**config.mk**
```make
export PLATFORM = sky130hd
export DESIGN_NAME = miss_buffer
export DESIGN_NICKNAME = d
export VERILOG_FILES = /design/src/mb_pkg.sv /design/src/mb_cam_if.sv /design/src/miss_buffer.sv /design/src/mb_fill.sv /design/src/mb_alloc.sv /design/src/mb_cam.sv
export SDC_FILE = /design/constraint.sdc
export NUM_CORES = 1
export LEC_CHECK = 0
export BUFFER_PORTS_ARGS = -buffer_cell sky130_fd_sc_hd__buf_2
export CAP_MARGIN = 25
export CORE_ASPECT_RATIO = 1.1
export CORE_MARGIN = 1
export CORE_UTILIZATION = 60
export CTS_CLUSTER_SIZE = 8
export DETAILED_ROUTE_END_ITERATION = 16
export PLACE_DENSITY = 0.77
export SYNTH_ARGS = -nofsm -noshare
export SYNTH_HDL_FRONTEND = slang
export SYNTH_HIERARCHICAL = 1
export SYNTH_SLANG_ARGS = --single-unit
```
**constraint.sdc**
```tcl
create_clock -name rclk -period 4.1 [get_ports rclk]
set_input_delay 0.41 -clock rclk [delete_from_list [all_inputs] [get_ports rclk]]
set_output_delay 0.41 -clock rclk [all_outputs]
set_load 0.01 [all_outputs]
```
**src/mb_pkg.sv**
```systemverilog
// load miss buffer shared definitions
// address widths, CAM compare fields, miss status codes and the
// entry address word seen either raw or as tag, index and offset
package mb_pkg;

  // physical address width
  localparam int PA_W = 40;

  // line address used for a full match
  localparam int KEY_LO = 8;
  localparam int KEY_HI = 39;

  // set index used for a conflict match
  localparam int IDX_LO = 8;
  localparam int IDX_HI = 17;

  // miss status codes
  localparam logic [1:0] ST_ALLOC    = 2'd0;
  localparam logic [1:0] ST_MERGED   = 2'd1;
  localparam logic [1:0] ST_CONFLICT = 2'd2;
  localparam logic [1:0] ST_FULL     = 2'd3;

  // entry address word
  // tag 39:18, idx 17:8, off 7:0
  typedef union packed {
    logic [PA_W-1:0] raw;
    struct packed {
      logic [PA_W-IDX_HI-2:0]     tag;
      logic [IDX_HI-IDX_LO:0]     idx;
      logic [IDX_LO-1:0]          off;
    } f;
  } mb_entry_u;

endpackage
```
**src/mb_cam_if.sv**
```systemverilog
// miss buffer CAM port bundle
// write, lookup and read groups between the allocator, the fill
// path and the CAM array
`timescale 1ns/10ps

interface mb_cam_if #(
  parameter int NUM_ENTRIES = 16
);

  // write group
  logic                                   wen;
  logic [NUM_ENTRIES-1:0]                 wr_wl;
  logic [mb_pkg::PA_W-1:0]                din;

  // lookup group
  logic                                   lookup_en;
  logic [mb_pkg::KEY_HI:mb_pkg::KEY_LO]   key;
  logic [NUM_ENTRIES-1:0]                 match;
  logic [NUM_ENTRIES-1:0]                 match_idx;

  // read group
  logic                                   ren;
  logic [NUM_ENTRIES-1:0]                 rd_wl;
  logic [mb_pkg::PA_W-1:0]                dout;

  modport alloc (output wen, wr_wl, din, lookup_en, key,
                 input  match, match_idx);

  modport fill  (output ren, rd_wl,
                 input  dout);

  modport cam   (input  wen, wr_wl, din, lookup_en, key, ren, rd_wl,
                 output match, match_idx, dout);

endinterface

```
**src/miss_buffer.sv**
```systemverilog
// load miss buffer top level
// connects the miss allocator, the fill return path and the
// 40 bit CAM array that holds outstanding miss addresses
`timescale 1ns/10ps

module miss_buffer #(
  parameter  int NUM_ENTRIES = 16,
  localparam int EW          = $clog2(NUM_ENTRIES)
) (
  input  logic                     rclk,
  input  logic                     rst_l,
  input  logic                     miss_valid,
  input  logic [mb_pkg::PA_W-1:0]  miss_pa,
  output logic                     miss_ready,
  output logic                     miss_done,
  output logic [1:0]               miss_status,
  output logic [EW-1:0]            miss_entry,
  input  logic                     fill_valid,
  input  logic [EW-1:0]            fill_entry,
  output logic                     fill_done,
  output logic [mb_pkg::PA_W-1:0]  fill_pa,
  output logic                     mb_full
);

  // free notice from the fill path
  logic                     free_en;
  logic [NUM_ENTRIES-1:0]   free_wl;

  mb_cam_if #(.NUM_ENTRIES(NUM_ENTRIES)) cam_bus ();

  mb_cam #(.NUM_ENTRIES(NUM_ENTRIES)) u_cam (
    .rclk  (rclk),
    .rst_l (rst_l),
    .cam   (cam_bus.cam)
  );

  mb_alloc #(.NUM_ENTRIES(NUM_ENTRIES)) u_alloc (
    .rclk        (rclk),
    .rst_l       (rst_l),
    .miss_valid  (miss_valid),
    .miss_pa     (miss_pa),
    .miss_ready  (miss_ready),
    .miss_done   (miss_done),
    .miss_status (miss_status),
    .miss_entry  (miss_entry),
    .mb_full     (mb_full),
    .free_en     (free_en),
    .free_wl     (free_wl),
    .cam         (cam_bus.alloc)
  );

  mb_fill #(.NUM_ENTRIES(NUM_ENTRIES)) u_fill (
    .rclk       (rclk),
    .rst_l      (rst_l),
    .fill_valid (fill_valid),
    .fill_entry (fill_entry),
    .fill_done  (fill_done),
    .fill_pa    (fill_pa),
    .free_en    (free_en),
    .free_wl    (free_wl),
    .cam        (cam_bus.fill)
  );

endmodule

```
**src/mb_fill.sv**
```systemverilog
// miss buffer fill return path
// frees the returned entry, reads its address from the CAM and
// reports it two cycles after the fill is accepted
`timescale 1ns/10ps

module mb_fill #(
  parameter  int NUM_ENTRIES = 16,
  localparam int EW          = $clog2(NUM_ENTRIES)
) (
  input  logic                     rclk,
  input  logic                     rst_l,
  input  logic                     fill_valid,
  input  logic [EW-1:0]            fill_entry,
  output logic                     fill_done,
  output logic [mb_pkg::PA_W-1:0]  fill_pa,
  output logic                     free_en,
  output logic [NUM_ENTRIES-1:0]   free_wl,
  mb_cam_if.fill                   cam
);

  // stage 0 read in the array, stage 1 read data held
  logic [1:0]         pipe_v;
  mb_pkg::mb_entry_u  rd_q;

  // entry id to wordline
  assign free_wl = NUM_ENTRIES'(1) << fill_entry;
  assign free_en = fill_valid;

  // free and read go out on the same edge
  assign cam.ren   = fill_valid;
  assign cam.rd_wl = free_wl;

  always_ff @(posedge rclk) begin
    if (!rst_l) begin
      pipe_v    <= '0;
      fill_done <= 1'b0;
    end else begin
      pipe_v    <= {pipe_v[0], fill_valid};
      fill_done <= pipe_v[1];
    end
  end

  // dout is valid the cycle after the read was registered
  always_ff @(posedge rclk) begin
    if (pipe_v[0]) begin
      rd_q.raw <= cam.dout;
    end
  end

  always_ff @(posedge rclk) begin
    if (pipe_v[1]) begin
      fill_pa <= {rd_q.f.tag, rd_q.f.idx, rd_q.f.off};
    end
  end

endmodule

```
**src/mb_alloc.sv**
```systemverilog
// miss buffer allocator
// tracks entry valid bits, looks up each new miss in the CAM and
// decides merge, conflict, full or allocation of the lowest free
// entry; an allocation writes the miss address into the array
`timescale 1ns/10ps

module mb_alloc #(
  parameter  int NUM_ENTRIES = 16,
  localparam int EW          = $clog2(NUM_ENTRIES)
) (
  input  logic                     rclk,
  input  logic                     rst_l,
  input  logic                     miss_valid,
  input  logic [mb_pkg::PA_W-1:0]  miss_pa,
  output logic                     miss_ready,
  output logic                     miss_done,
  output logic [1:0]               miss_status,
  output logic [EW-1:0]            miss_entry,
  output logic                     mb_full,
  input  logic                     free_en,
  input  logic [NUM_ENTRIES-1:0]   free_wl,
  mb_cam_if.alloc                  cam
);

  // miss sequence: lookup, wait for match, decide, write commit
  localparam logic [2:0] S_IDLE = 3'd0;
  localparam logic [2:0] S_LOOK = 3'd1;
  localparam logic [2:0] S_WAIT = 3'd2;
  localparam logic [2:0] S_WR   = 3'd3;
  localparam logic [2:0] S_CMT  = 3'd4;

  logic [2:0]               state;
  logic [NUM_ENTRIES-1:0]   valid;
  mb_pkg::mb_entry_u        pa_q;
  logic                     decide;
  logic [NUM_ENTRIES-1:0]   hit_vec;
  logic [NUM_ENTRIES-1:0]   idx_vec;
  logic [1:0]               st_n;
  logic [EW-1:0]            ent_n;
  logic [NUM_ENTRIES-1:0]   alloc_wl;
  logic [NUM_ENTRIES-1:0]   set_mask;
  logic [NUM_ENTRIES-1:0]   clr_mask;
  logic                     wen_q;
  logic [NUM_ENTRIES-1:0]   wr_wl_q;

  // lowest set bit of a vector
  function automatic logic [EW-1:0] first_set(input logic [NUM_ENTRIES-1:0] vec);
    logic [EW-1:0] pos;
    pos = '0;
    for (int i = NUM_ENTRIES - 1; i >= 0; i--) begin
      if (vec[i]) begin
        pos = EW'(i);
      end
    end
    return pos;
  endfunction

  assign miss_ready = (state == S_IDLE);
  assign decide     = (state == S_WAIT);
  assign mb_full    = &valid;

  always_ff @(posedge rclk) begin
    if (!rst_l) begin
      state <= S_IDLE;
    end else begin
      case (state)
        S_IDLE:  if (miss_valid) state <= S_LOOK;
        S_LOOK:  state <= S_WAIT;
        S_WAIT:  state <= S_WR;
        S_WR:    state <= S_CMT;
        default: state <= S_IDLE;
      endcase
    end
  end

  always_ff @(posedge rclk) begin
    if (miss_valid && miss_ready) begin
      pa_q.raw <= miss_pa;
    end
  end

  // key is the line address, tag and index together
  assign cam.lookup_en = (state == S_LOOK);
  assign cam.key       = {pa_q.f.tag, pa_q.f.idx};

  // only live entries take part in the decision
  assign hit_vec = cam.match & valid;
  assign idx_vec = cam.match_idx & valid;

  always_comb begin
    if (|hit_vec) begin
      st_n  = mb_pkg::ST_MERGED;
      ent_n = first_set(hit_vec);
    end else if (|idx_vec) begin
      st_n  = mb_pkg::ST_CONFLICT;
      ent_n = first_set(idx_vec);
    end else if (&valid) begin
      st_n  = mb_pkg::ST_FULL;
      ent_n = '0;
    end else begin
      st_n  = mb_pkg::ST_ALLOC;
      ent_n = first_set(~valid);
    end
  end

  assign alloc_wl = NUM_ENTRIES'(1) << ent_n;
  assign set_mask = (decide && st_n == mb_pkg::ST_ALLOC) ? alloc_wl : '0;
  assign clr_mask = free_en ? free_wl : '0;

  always_ff @(posedge rclk) begin
    if (!rst_l) begin
      valid     <= '0;
      miss_done <= 1'b0;
      wen_q     <= 1'b0;
    end else begin
      valid     <= (valid & ~clr_mask) | set_mask;
      miss_done <= decide;
      wen_q     <= |set_mask;
    end
  end

  always_ff @(posedge rclk) begin
    if (decide) begin
      miss_status <= st_n;
      miss_entry  <= ent_n;
      wr_wl_q     <= alloc_wl;
    end
  end

  assign cam.wen   = wen_q;
  assign cam.wr_wl = wr_wl_q;
  assign cam.din   = pa_q.raw;

  // a line is held by at most one live entry
  a_hit_onehot: assert property (
    @(posedge rclk) disable iff (!rst_l)
    decide |-> $onehot0(hit_vec)
  );

  a_free_valid: assert property (
    @(posedge rclk) disable iff (!rst_l)
    free_en |-> ((free_wl & valid) == free_wl)
  );

endmodule

```
**src/mb_cam.sv**
```systemverilog
// miss buffer CAM array
// NUM_ENTRIES x 40 bit words on one-hot wordlines, with registered
// write, read and lookup inputs; lookup compares the key against
// every word on the full line address and on the set index
`timescale 1ns/10ps

module mb_cam #(
  parameter int NUM_ENTRIES = 16
) (
  input  logic  rclk,
  input  logic  rst_l,
  mb_cam_if.cam cam
);

  // registered strobes
  logic                                   wen_d1;
  logic                                   ren_d1;
  logic                                   lookup_en_d1;

  // registered operands
  logic [NUM_ENTRIES-1:0]                 wr_wl_d1;
  logic [NUM_ENTRIES-1:0]                 rd_wl_d1;
  logic [mb_pkg::PA_W-1:0]                din_d1;
  logic [mb_pkg::KEY_HI:mb_pkg::KEY_LO]   key_d1;

  logic [mb_pkg::PA_W-1:0]                mem [NUM_ENTRIES];
  logic [mb_pkg::PA_W-1:0]                rd_word;
  logic [NUM_ENTRIES-1:0]                 match_p;
  logic [NUM_ENTRIES-1:0]                 match_idx_p;

  always_ff @(posedge rclk) begin
    if (!rst_l) begin
      wen_d1       <= 1'b0;
      ren_d1       <= 1'b0;
      lookup_en_d1 <= 1'b0;
    end else begin
      wen_d1       <= cam.wen;
      ren_d1       <= cam.ren;
      lookup_en_d1 <= cam.lookup_en;
    end
  end

  always_ff @(posedge rclk) begin
    wr_wl_d1 <= cam.wr_wl;
    rd_wl_d1 <= cam.rd_wl;
    din_d1   <= cam.din;
    key_d1   <= cam.key;
  end

  // write commits one edge after the strobe is registered
  always_ff @(posedge rclk) begin
    for (int i = 0; i < NUM_ENTRIES; i++) begin
      if (wen_d1 && wr_wl_d1[i]) begin
        mem[i] <= din_d1;
      end
    end
  end

  // compare every word, full line address and set index
  always_comb begin
    match_p     = '0;
    match_idx_p = '0;
    for (int i = 0; i < NUM_ENTRIES; i++) begin
      match_p[i]     = lookup_en_d1 &&
                       (mem[i][mb_pkg::KEY_HI:mb_pkg::KEY_LO] == key_d1);
      match_idx_p[i] = lookup_en_d1 &&
                       (mem[i][mb_pkg::IDX_HI:mb_pkg::IDX_LO] ==
                        key_d1[mb_pkg::IDX_HI:mb_pkg::IDX_LO]);
    end
  end

  assign cam.match     = match_p;
  assign cam.match_idx = match_idx_p;

  // and-or mux on the one-hot read wordline
  always_comb begin
    rd_word = '0;
    for (int i = 0; i < NUM_ENTRIES; i++) begin
      rd_word = rd_word | ({mb_pkg::PA_W{rd_wl_d1[i]}} & mem[i]);
    end
  end

  assign cam.dout = ren_d1 ? rd_word : '0;

  // wordlines come from the allocator and fill path decoders
  a_wr_onehot: assert property (
    @(posedge rclk) disable iff (!rst_l)
    cam.wen |-> $onehot(cam.wr_wl)
  );

  a_rd_onehot: assert property (
    @(posedge rclk) disable iff (!rst_l)
    cam.ren |-> $onehot(cam.rd_wl)
  );

  // a fill must not return for an entry whose write is still in flight
  a_rd_wr_clash: assert property (
    @(posedge rclk) disable iff (!rst_l)
    (ren_d1 && wen_d1) |-> ((rd_wl_d1 & wr_wl_d1) == '0)
  );

  // miss sequencing keeps lookups clear of pending writes
  a_lookup_wr: assert property (
    @(posedge rclk) disable iff (!rst_l)
    !(lookup_en_d1 && wen_d1)
  );

endmodule

```
# == Word level (Yosys, flattened, before mapping) ==
# Memories as Yosys holds them, arrays and structs flattened.
# Index checks and enable logic that the tools add are counted.
# totals
out_inout_bits,50
regBits,273
latch_bits,0
ram_bits,640
romBits,0
input_bits,48
memories,1
wordCells,241
# memory_table
name,words,width,rd,rd_ports_with_merged_regs,write_ports,line_no,rtl
u_cam.mem,16,40,16,0,16,mb_cam.sv:26,logic [mb_pkg::PA_W-1:0] mem [NUM_ENTRIES];
# classes
n_mux,90
magnitude_cmp,0
n_addsub,0
eq_ne,36
div,0
shift,2
bitwise_logic,37
n_mul,0
n_reduce_logical,56
# op_table
operator,n
AND 40 bit,16
bitwise OR 40 bit,15
equality test 32 bit,16
2-to-1 mux 4 bit,51
equality test 10 bit,16
logical AND 1 bit,50
AND 16 bit,3
OR reduction 16 bit,3
2-to-1 mux 1 bit,32
2-to-1 mux 16 bit,2
inverter 16 bit,2
<< shifter 1 x 4 -> 16 bit (first input constant),2
bitwise OR 16 bit,1
AND reduction 16 bit,1
case mux 3 bit (4 select lines),1
equality test 3 x 2 -> 1 bit (second input constant),2
2-to-1 mux 2 bit,3
equality test 3 x 1 -> 1 bit (second input constant),1
zero test 3 bit,1
2-to-1 mux 3 bit,1
zero test 2 bit,1
inequality test 2 bit (second input constant),1

# == Logic depth before layout (Yosys ltp) ==
# Gate-level depths: netlist (run 1).
# logic_depth
depth_word,24
depth_mapped,15
depth_no_buf,12

# == Modules after synthesis ==
# Netlist (run 1), hierarchy kept.
# by_module_without_submodules
mod,area_each_um2,cells_per_inst,instances,seq_area_each_um2
mb_cam,31466.4,2045,1,21360.5
mb_alloc,3928.8,347,1,2282.2
mb_fill,2892.8,124,1,2462.4

# == Worst setup path before layout (run 1) ==
# No wires, ideal clock.
# synth_path
path_kind,register -> register
start,register u_cam/key_d1[9] in the netlist's numbering
end,"register u_alloc.wr_wl_q[10] (netlist: u_alloc/cam.wr_wl[10]), data pin"
arrival_time_ps,2514
n_path_buf,3
synth_period_minus_slack_ps,2783
stages_incl_launch_ff,16
slack_ps,1317
required_time_ps,3831
setup_time_ps,269
path_cell_list,dfxtp_1 -> buf_6 -> buf_6 -> xnor2_1 -> nand4_1 -> nor3_2 -> and3_1 -> nand2_1 -> a32o_1 -> a222oi_1 -> o21ai_0 -> a22oi_1 -> a21oi_4 -> inv_4 -> buf_6 -> nor3_2
# synth_via
word_cells_on_any_way,103
classes_between,eq/ne: 32; shift: 1; mux: 34; bitwise: 2; reduce/logical: 34
# synth_rtl
element,line_no,rtl
start: declaration,mb_cam.sv:24,logic [mb_pkg::KEY_HI:mb_pkg::KEY_LO] key_d1;
start signal: assignment,mb_cam.sv:47,key_d1 <= cam.key;
equality test 10 bit (*),mb_cam.sv:67,(mem[i][mb_pkg::IDX_HI:mb_pkg::IDX_LO] ==
logical AND 1 bit (*),mb_cam.sv:66,match_idx_p[i] = lookup_en_d1 &&
via cam_bus.match_idx[7],mb_cam_if.sv:19,logic [NUM_ENTRIES-1:0] match_idx;
AND 16 bit (*),mb_alloc.sv:88,assign idx_vec = cam.match_idx & valid;
2-to-1 mux 4 bit (8 in series),mb_alloc.sv:51,if (vec[i]) begin
2-to-1 mux 4 bit (*),mb_alloc.sv:94,end else if (|idx_vec) begin
2-to-1 mux 4 bit (*),mb_alloc.sv:91,if (|hit_vec) begin
via u_alloc.ent_n[0],mb_alloc.sv:39,logic [EW-1:0] ent_n;
<< shifter 1 x 4 -> 16 bit (*),mb_alloc.sv:106,assign alloc_wl = NUM_ENTRIES'(1) << ent_n;
via u_alloc.alloc_wl[10],mb_alloc.sv:40,logic [NUM_ENTRIES-1:0] alloc_wl;
end signal: assignment,mb_alloc.sv:126,wr_wl_q <= alloc_wl;
end: declaration,mb_alloc.sv:44,logic [NUM_ENTRIES-1:0] wr_wl_q;
# Mark *: on every way through the listed nets, which the timed path passes. The rest lies on a longest branch.
# A chain may end at the register's enable or synchronous reset.

# == Final worst setup path (run 1) ==
# layout_path
start,register u_cam/key_d1[38] in the netlist's numbering
end,register u_alloc.valid[12]
# layout_via
word_cells_on_any_way,57
classes_between,eq/ne: 16; shift: 1; mux: 19; bitwise: 2; reduce/logical: 19
# layout_rtl
element,line_no,rtl
equality test 32 bit (*),mb_cam.sv:65,(mem[i][mb_pkg::KEY_HI:mb_pkg::KEY_LO] == key_d1);
logical AND 1 bit (*),mb_cam.sv:64,match_p[i] = lookup_en_d1 &&
via cam_bus.match[14],mb_cam_if.sv:18,logic [NUM_ENTRIES-1:0] match;
AND 16 bit (*),mb_alloc.sv:87,assign hit_vec = cam.match & valid;
2-to-1 mux 4 bit (15 in series),mb_alloc.sv:51,
2-to-1 mux 4 bit,mb_alloc.sv:91,
<< shifter 1 x 4 -> 16 bit,mb_alloc.sv:106,
2-to-1 mux 16 bit (*),mb_alloc.sv:107,assign set_mask = (decide && st_n == mb_pkg::ST_ALLOC) ? alloc_wl : '0;
bitwise OR 16 bit (*),mb_alloc.sv:116,valid <= (valid & ~clr_mask) | set_mask;
end signal: assignment,mb_alloc.sv:116,
end: declaration,mb_alloc.sv:33,logic [NUM_ENTRIES-1:0] valid;
# Marks and branches as above.

==> results of run 1 <==
==> flip-flops by register name (all words and copies together), names as in the netlist, 32 cells and up <==
| register | flops |
|---|---|
| u_cam/mem | 640 |
| u_cam/key_d1 | 32 |
| u_cam/din_d1 | 40 |
| u_fill/fill_pa | 40 |
| u_fill/rd_q | 40 |
| u_alloc/cam.din | 40 |
==> worst max-delay path by stage <==
stage                           startpoint                    end  slack, ps  cells after the start
after detailed placement  u_cam/key_d1[36]      u_alloc/valid[12]        270                     12
final                     u_cam/key_d1[38]      u_alloc/valid[12]        120                     13
after CTS                 u_cam/key_d1[36]      u_alloc/valid[12]        260                     12
after global placement    u_cam/key_d1[38]  u_alloc/cam.wr_wl[10]        350                     13
after global routing      u_cam/key_d1[38]      u_alloc/valid[12]         10                     13
after floorplan            u_cam/key_d1[9]  u_alloc/cam.wr_wl[10]       1320                     15
==> synthesized netlist by cell type (16+ instances only) <==
cell and count:
and3_1 17, nand2_1 48, nor4_1 16, buf_2 66, nor3_2 23, buf_6 49, nand3_1 119, o21a_1 40
dfxtp_1 131, clkbuf_1 27, a22o_1 84, nor3_1 28, and2_1 25, xnor2_1 481, buf_4 61, a22oi_1 173
o21ai_0 18, edfxtp_1 782, xor2_1 32, a221oi_1 82, nand4_1 117
==> stage by stage <==
step           utilization  setup slack, ps  instance area, um2  total power, uW
3_5_place_dp        0.6236            274.3               39100            12170
4_1_cts             0.6917            255.6               43370            22190
6_report            0.6918            118.0               43380            22200
3_3_place_gp        0.6226            345.4               39040            12140
2_1_floorplan            -             1317               38290            11710
5_1_grt             0.6918            12.63               43380            22720
==> cell usage in the layout, fill, tap and decap left out, types with 7 or more instances in the layout <==
cell type	instances
edfxtp_1	782
xnor2_1	481
a22oi_1	173
clkbuf_16	132
nand3_1	119
nand4_1	117
dfxtp_1	112
buf_2	97
clkbuf_1	90
a22o_1	84
a221oi_1	82
buf_4	77
nand2_1	48
dlygate4sd3_1	40
o21a_1	40
xor2_1	32
nor3_1	28
nor3_2	23
o21ai_0	18
and2_2	17
and3_1	17
nor4_1	15
dfxtp_4	11
and2_1	8
buf_12	8
dfxtp_2	8
inv_1	7
o31ai_1	7
==> worst max-delay path: cells and delay by family, from the launching register on <==
family | cells | cell delay (ps)
xor+xnor | 1 | 240
compound gates | 6 | 1390
simple gates | 4 | 1190
buf+inv | 2 | 450
flops | 1 | 580
==> kinds of logic (layout without fill, tap and decap cells) <==
logic type | Yosys count | in the layout | synth area share
buf+inv | 223 | 468 | 0.04104
xor+xnor | 513 | 513 | 0.1173
compound gates | 437 | 437 | 0.09147
flops | 913 | 913 | 0.6818
other cells | 0 | 2 | 0
simple gates | 430 | 430 | 0.06833
==> power by group through the flow <==
stage / combinational, uW / clock, uW / sequential, uW
detailed placement: 1180 / 0 / 11000
floorplan: 953 / 0 / 10800
finish: 1250 / 10100 / 10800
global placement: 1170 / 0 / 11000
CTS: 1220 / 10200 / 10800
global route: 1300 / 10600 / 10900
==> metal layers <==
metal	global-route usage	up-vias	routed length, um
met2	0.5584	2162	53570
met3	0.1201	396	18170
li1	-	9954	-
met4	0.1732	10	5785
met5	0	-	54
met1	0.5142	12260	44310
==> what timing repair did <==
action,4_1_cts,5_1_grt
hold buffers,40,0
endpoints found under the setup margin,0,1
resized for setup,0,1
hold endpoints to repair,40,0
==> area by class of cell <==
class	instances	area, um2	share of cell area
tap	833	1042	0.02403
inverter	9	37.54	0.0008653
antenna	2	5.005	0.0001154
clock inverter	15	227.7	0.005250
sequential	913	26160	0.6030
multi-input combinational	1380	10640	0.2454
timing repair buffer	222	1624	0.03744
clock buffer	222	3641	0.08394
==> impl_metrics.tcl, run 1 <==
set metrics [dict create \
    cts_post_setup_buffers_inserted 0 \
    drive_above_1_share 0.1489 \
    r2r_cells 13 \
    rsz_0062_raised_after_global_routing "false" \
    hold_start "miss_valid" \
    grt_first_pass_wirelength_mm 172.3 \
    post_synth_top_area_share 0.6133 \
    worstReg2RegEnd "u_alloc/valid[12]" \
    floorplan.die_area_mm2 0.06483 \
    grt.total_usage 0.3784 \
    syn_area_per_cell_um2 15.22 \
    synth_async_sr_flop_share 0 \
    ir_worst_vdd_v 0.0004172 \
    leak_pwr_uw 0.01393 \
    critical-path-max-stage-delay_ps 630 \
    power.sequential.fraction 0.488 \
    dominantRegCellSynth "edfxtp_1" \
    antenna_found_initial 7 \
    placement.io_buffers 97 \
    worst_slew_pin_slew_ps 1063 \
    relative_max_transition_margin 0.2915 \
    drc 0 \
    routed_via_density 6.892 \
    design.core.area_mm2 0.06270 \
    grt_overflow_total 0 \
    run_status "completed" \
    pwr-share-comb 0.056 \
    worst_hold_path_type "in -> reg" \
    drt-initial-drc-count 4115 \
    grt_start_max_net_pins 41 \
    cts_max_level 4 \
    design.portCount 98 \
    die_w_um 242.9 \
    total_clock_sinks 913 \
    setup.reg_to_reg.worst_slack_ps 120 \
    worstPathArrival_ps 4580 \
    first_global_vias 24370 \
    max_freq_ghz 0.2511 \
    setup.worst_path.start_class "flip-flop" \
    placed_cells_incl_taps 3317 \
    cp_slowest_cell "nor4_1" \
    detail-route-antenna-nets 0 \
    finalSetupViolCount 0 \
    register_bit_count_reported_by_yosys 913 \
    non_filler_instance_count_after_layout 3596 \
    cp.required_ps 4700 \
    fraction_of_the_yosys_area_taken_by_sequential_cells 0.6818 \
    proportion_of_total_power_due_to_net_switching 0.2340 \
    cts_tree "built" \
    cts.path.max_buffers 3 \
    timing_hold_violations_final 0 \
    drt_first_pass_iters 5 \
    endpoint_kind "flip-flop" \
    period_share 0.9712 \
    crit_chain "buf_4 > xnor2_1 > nand4_1 > nor4_1 > and3_1 > nand2_1 > a32oi_1 > o21ai_0 > o21ai_0 > a22oi_1 > a21oi_4 > inv_4 > o31ai_1" \
    finalClockSkew_ps 39.21 \
    clock_insertion_delay_worst_skew_ps 730 \
    clk_root_buffer_cell "clkbuf_16" \
    netlist_area_mm2 0.03829 \
    num_vias 24780 \
    fin_crit_ps 3982 \
    std_cell_rows 96 \
    p_switching_uw 5196 \
    maxSlewViolCount 0 \
    synth-edff-count 782 \
    die-height_um 266.9 \
    worstReg2RegStart "u_cam/key_d1[38]" \
    area.growth.synth_to_final_pct 13.29 \
    timing.max_cap.violations 0 \
    clock_slew_at_the_register_clock_pins_of_the_worst_setup_and_hold_paths_ps 50 \
    post_drt_wl_per_cell_um 33.90 \
    number_of_standard_cells_after_synthesis 2516 \
    share_clk_of_total_power 0.455 \
    half_perimeter_wire_length_after_placement_mm 73.09 \
    number_of_nets_in_the_final_layout 2706 \
    powerDensity_mw_per_mm2 511.8 \
    critical_path.most_common_cell "o21ai_0" \
    yosysUniqueCellTypes 65 \
    cts_made_buffers 132 \
    intPower_uw 17000 \
    worst-path-max-fanout 17 \
    start_util 0.6107 \
    drt-total-wl_mm 121.9 \
    yosys_warnings 6 \
    filler_cell_count 4132 \
    worst_hold_slack_ps 41.78 \
    worstSetupPathType "reg -> reg" \
    synth.net_count 2564 \
    setup-tns-final_ps 0 \
    synthDominantAreaCellType "edfxtp_1" \
    synth_top_cells_by_area "edfxtp_1, xnor2_1, dfxtp_1" \
    whs_path_depth 3 \
    min_delay_worst_endpoint "u_alloc/state[0]" \
    globalplace.congestion 1.047 \
]
Power figures use the tool's default switching activity.
==> run 2, diff against run 1 <==
--- a/config.mk
+++ b/config.mk
@@ -12,6 +12,8 @@
 export CORE_UTILIZATION = 60
 export CTS_CLUSTER_SIZE = 8
 export DETAILED_ROUTE_END_ITERATION = 16
+export HOLD_SLACK_MARGIN = 0.1
+export MAX_ROUTING_LAYER = met4
 export PLACE_DENSITY = 0.77
 export SYNTH_ARGS = -nofsm -noshare
 export SYNTH_HDL_FRONTEND = slang
==> run 2 against run 1 <==
  * Global-route usage up 2.7 points
  * Worst setup slack got worse by 110 ps
  * Sequential power about the same
  * Count of clock-buffer cells in the layout decreased by 2
  * Core utilization up 0.37 points
  * Critical path type unchanged
  * Largest power group unchanged
  * Highest routed layer is now met4
==> impl_metrics.tcl, run 2 (synthesis results as in run 1) <==
set metrics [dict create \
    clock_insertion_delay_worst_skew_ps 730 \
    half_perimeter_wire_length_after_placement_mm 76.89 \
    globalplace.congestion 1.051 \
    p_switching_uw 5340 \
    fin_crit_ps 4094 \
    cts_tree "built" \
    worst-path-max-fanout 11 \
    filler_cell_count 4197 \
    rsz_0062_raised_after_global_routing "false" \
    worstReg2RegStart "u_cam/key_d1[39]" \
    grt.total_usage 0.4059 \
    routed_via_density 6.878 \
    clock_slew_at_the_register_clock_pins_of_the_worst_setup_and_hold_paths_ps 50 \
    die_w_um 242.9 \
    first_global_vias 24430 \
    drc 0 \
    cts.path.max_buffers 3 \
    cts_max_level 4 \
    setup.worst_path.start_class "flip-flop" \
    post_drt_wl_per_cell_um 34.99 \
    intPower_uw 17050 \
    maxSlewViolCount 0 \
    worstPathArrival_ps 4600 \
    design.portCount 98 \
    run_status "completed" \
    period_share 0.9986 \
    hold_start "fill_valid" \
    timing.max_cap.violations 0 \
    worst_hold_path_type "in -> reg" \
    placement.io_buffers 97 \
    timing_hold_violations_final 0 \
    share_clk_of_total_power 0.459 \
    finalSetupViolCount 0 \
    number_of_nets_in_the_final_layout 2716 \
    post-route-util 0.6955 \
    layout_common_cells "edfxtp_1, xnor2_1, a22oi_1" \
    cp.required_ps 4610 \
    proportion_of_total_power_due_to_net_switching 0.2385 \
    cts_post_setup_buffers_inserted 0 \
    total_clock_sinks 913 \
    multi_input_comb_area_mm2 0.01065 \
    drt-initial-drc-count 4217 \
    detail-route-antenna-nets 0 \
    area.growth.synth_to_final_pct 13.89 \
    clk_root_buffer_cell "clkbuf_16" \
    grt_start_max_net_pins 41 \
    cts_made_buffers 132 \
    finalClockSkew_ps 49.69 \
    setup-tns-final_ps 0 \
    floorplan.die_area_mm2 0.06483 \
    endpoint_kind "flip-flop" \
    design.core.area_mm2 0.06270 \
    powerDensity_mw_per_mm2 513.5 \
    drive_above_1_share 0.1527 \
    drt_first_pass_iters 5 \
    num_vias 24830 \
    max_freq_ghz 0.2443 \
    antenna_found_initial 7 \
    start_util 0.6107 \
    pwr-share-comb 0.059 \
    layout.area.seq_mm2 0.02616 \
    grt_first_pass_wirelength_mm 177.4 \
    worst_slew_pin_slew_ps 1151 \
    largest_register "u_cam/mem" \
    worstSetupPathType "reg -> reg" \
    grt_overflow_total 0 \
    leak_pwr_uw 0.01402 \
    die-height_um 266.9 \
    relative_max_transition_margin 0.2328 \
    drt-total-wl_mm 126.3 \
    largest_reg_flops 640 \
    std_cell_rows 96 \
    power.sequential.fraction 0.483 \
    cp-startpoint "u_cam/key_d1[39]" \
    ir_worst_vdd_v 0.0003905 \
    final_common_cell "edfxtp_1" \
]
run 2: cell types whose count changed in the layout (fill, tap and decap cells not counted), sizes merged:
cell,before,now
dlygate4sd3,40,41
diode,2,7
inv,20,11
clkbuf,222,220
buf,182,191
clkinv,4,14
run 2: per-layer routing:
| layer | routed length (um) | GRT usage | up-vias |
|---|---|---|---|
| li1 | - | - | 9986 |
| met1 | 47320 | 0.5518 | 12390 |
| met2 | 55120 | 0.5766 | 2085 |
| met3 | 18240 | 0.1136 | 372 |
| met4 | 5610 | 0.1681 | 0 |
| met5 | 0 | - | - |
run 2: repair_timing:
action | 4_1_cts | 5_1_grt
hold endpoints to repair | 41 | 0
resized for setup | 0 | 3
hold buffers | 41 | 0
setup endpoints to repair | 0 | 31
run 2: power groups by stage:
| stage | Clock, uW | Sequential (uW) | Combinational (uW) |
|---|---|---|---|
| global route | 10700 | 10800 | 1360 |
| global placement | 0 | 11000 | 1210 |
| detailed placement | 0 | 11000 | 1230 |
| finish | 10300 | 10800 | 1310 |
| CTS | 10300 | 10800 | 1270 |
| floorplan | 0 | 10800 | 953 |
run 2: worst max-delay path, cell delays in order, from the launching register on:
cell and delay (ps):
dfxtp_1 430, buf_4 250, xnor2_1 620, nand4_1 360, nor4_1 590, and3_1 310, a22o_1 210, a221oi_1 60
nand3_1 150, or2_2 320, inv_1 160, buf_4 200, nor3_1 210
run 2: per-stage QoR:
stage	area [um2]	cells	hold slack (ps)	power, uW	setup slack, ps
4_1_cts	43560	3602	106.8	22380	35.95
2_1_floorplan	38290	2516	323.3	11710	1317
5_1_grt	43610	3610	140.2	22930	26.36
3_5_place_dp	39160	3325	327.8	12200	68.72
3_3_place_gp	39100	3322	325.8	12170	99.04
6_report	43610	3610	139.6	22390	5.886
run 2: path summary, 6_finish.rpt:
kind                            slack (ps)                    to  cells past startpoint
worst max-delay path                     6  u_alloc/cam.wr_wl[3]                     12
worst min-delay path                   140      u_fill/pipe_v[0]                      2
worst max register to register           6  u_alloc/cam.wr_wl[3]                     12
worst min register to register         310    u_cam/wr_wl_d1[11]                      0
run 2: cell type report:
type	count	share of cell area
clock inverters	16	0.007948
multi-input cells	1380	0.2442
inverters	9	0.0008608
well taps	833	0.02390
repair buffers	232	0.03931
flip-flops and latches	913	0.5998
clock buffers	220	0.08355
diodes	7	0.0004017
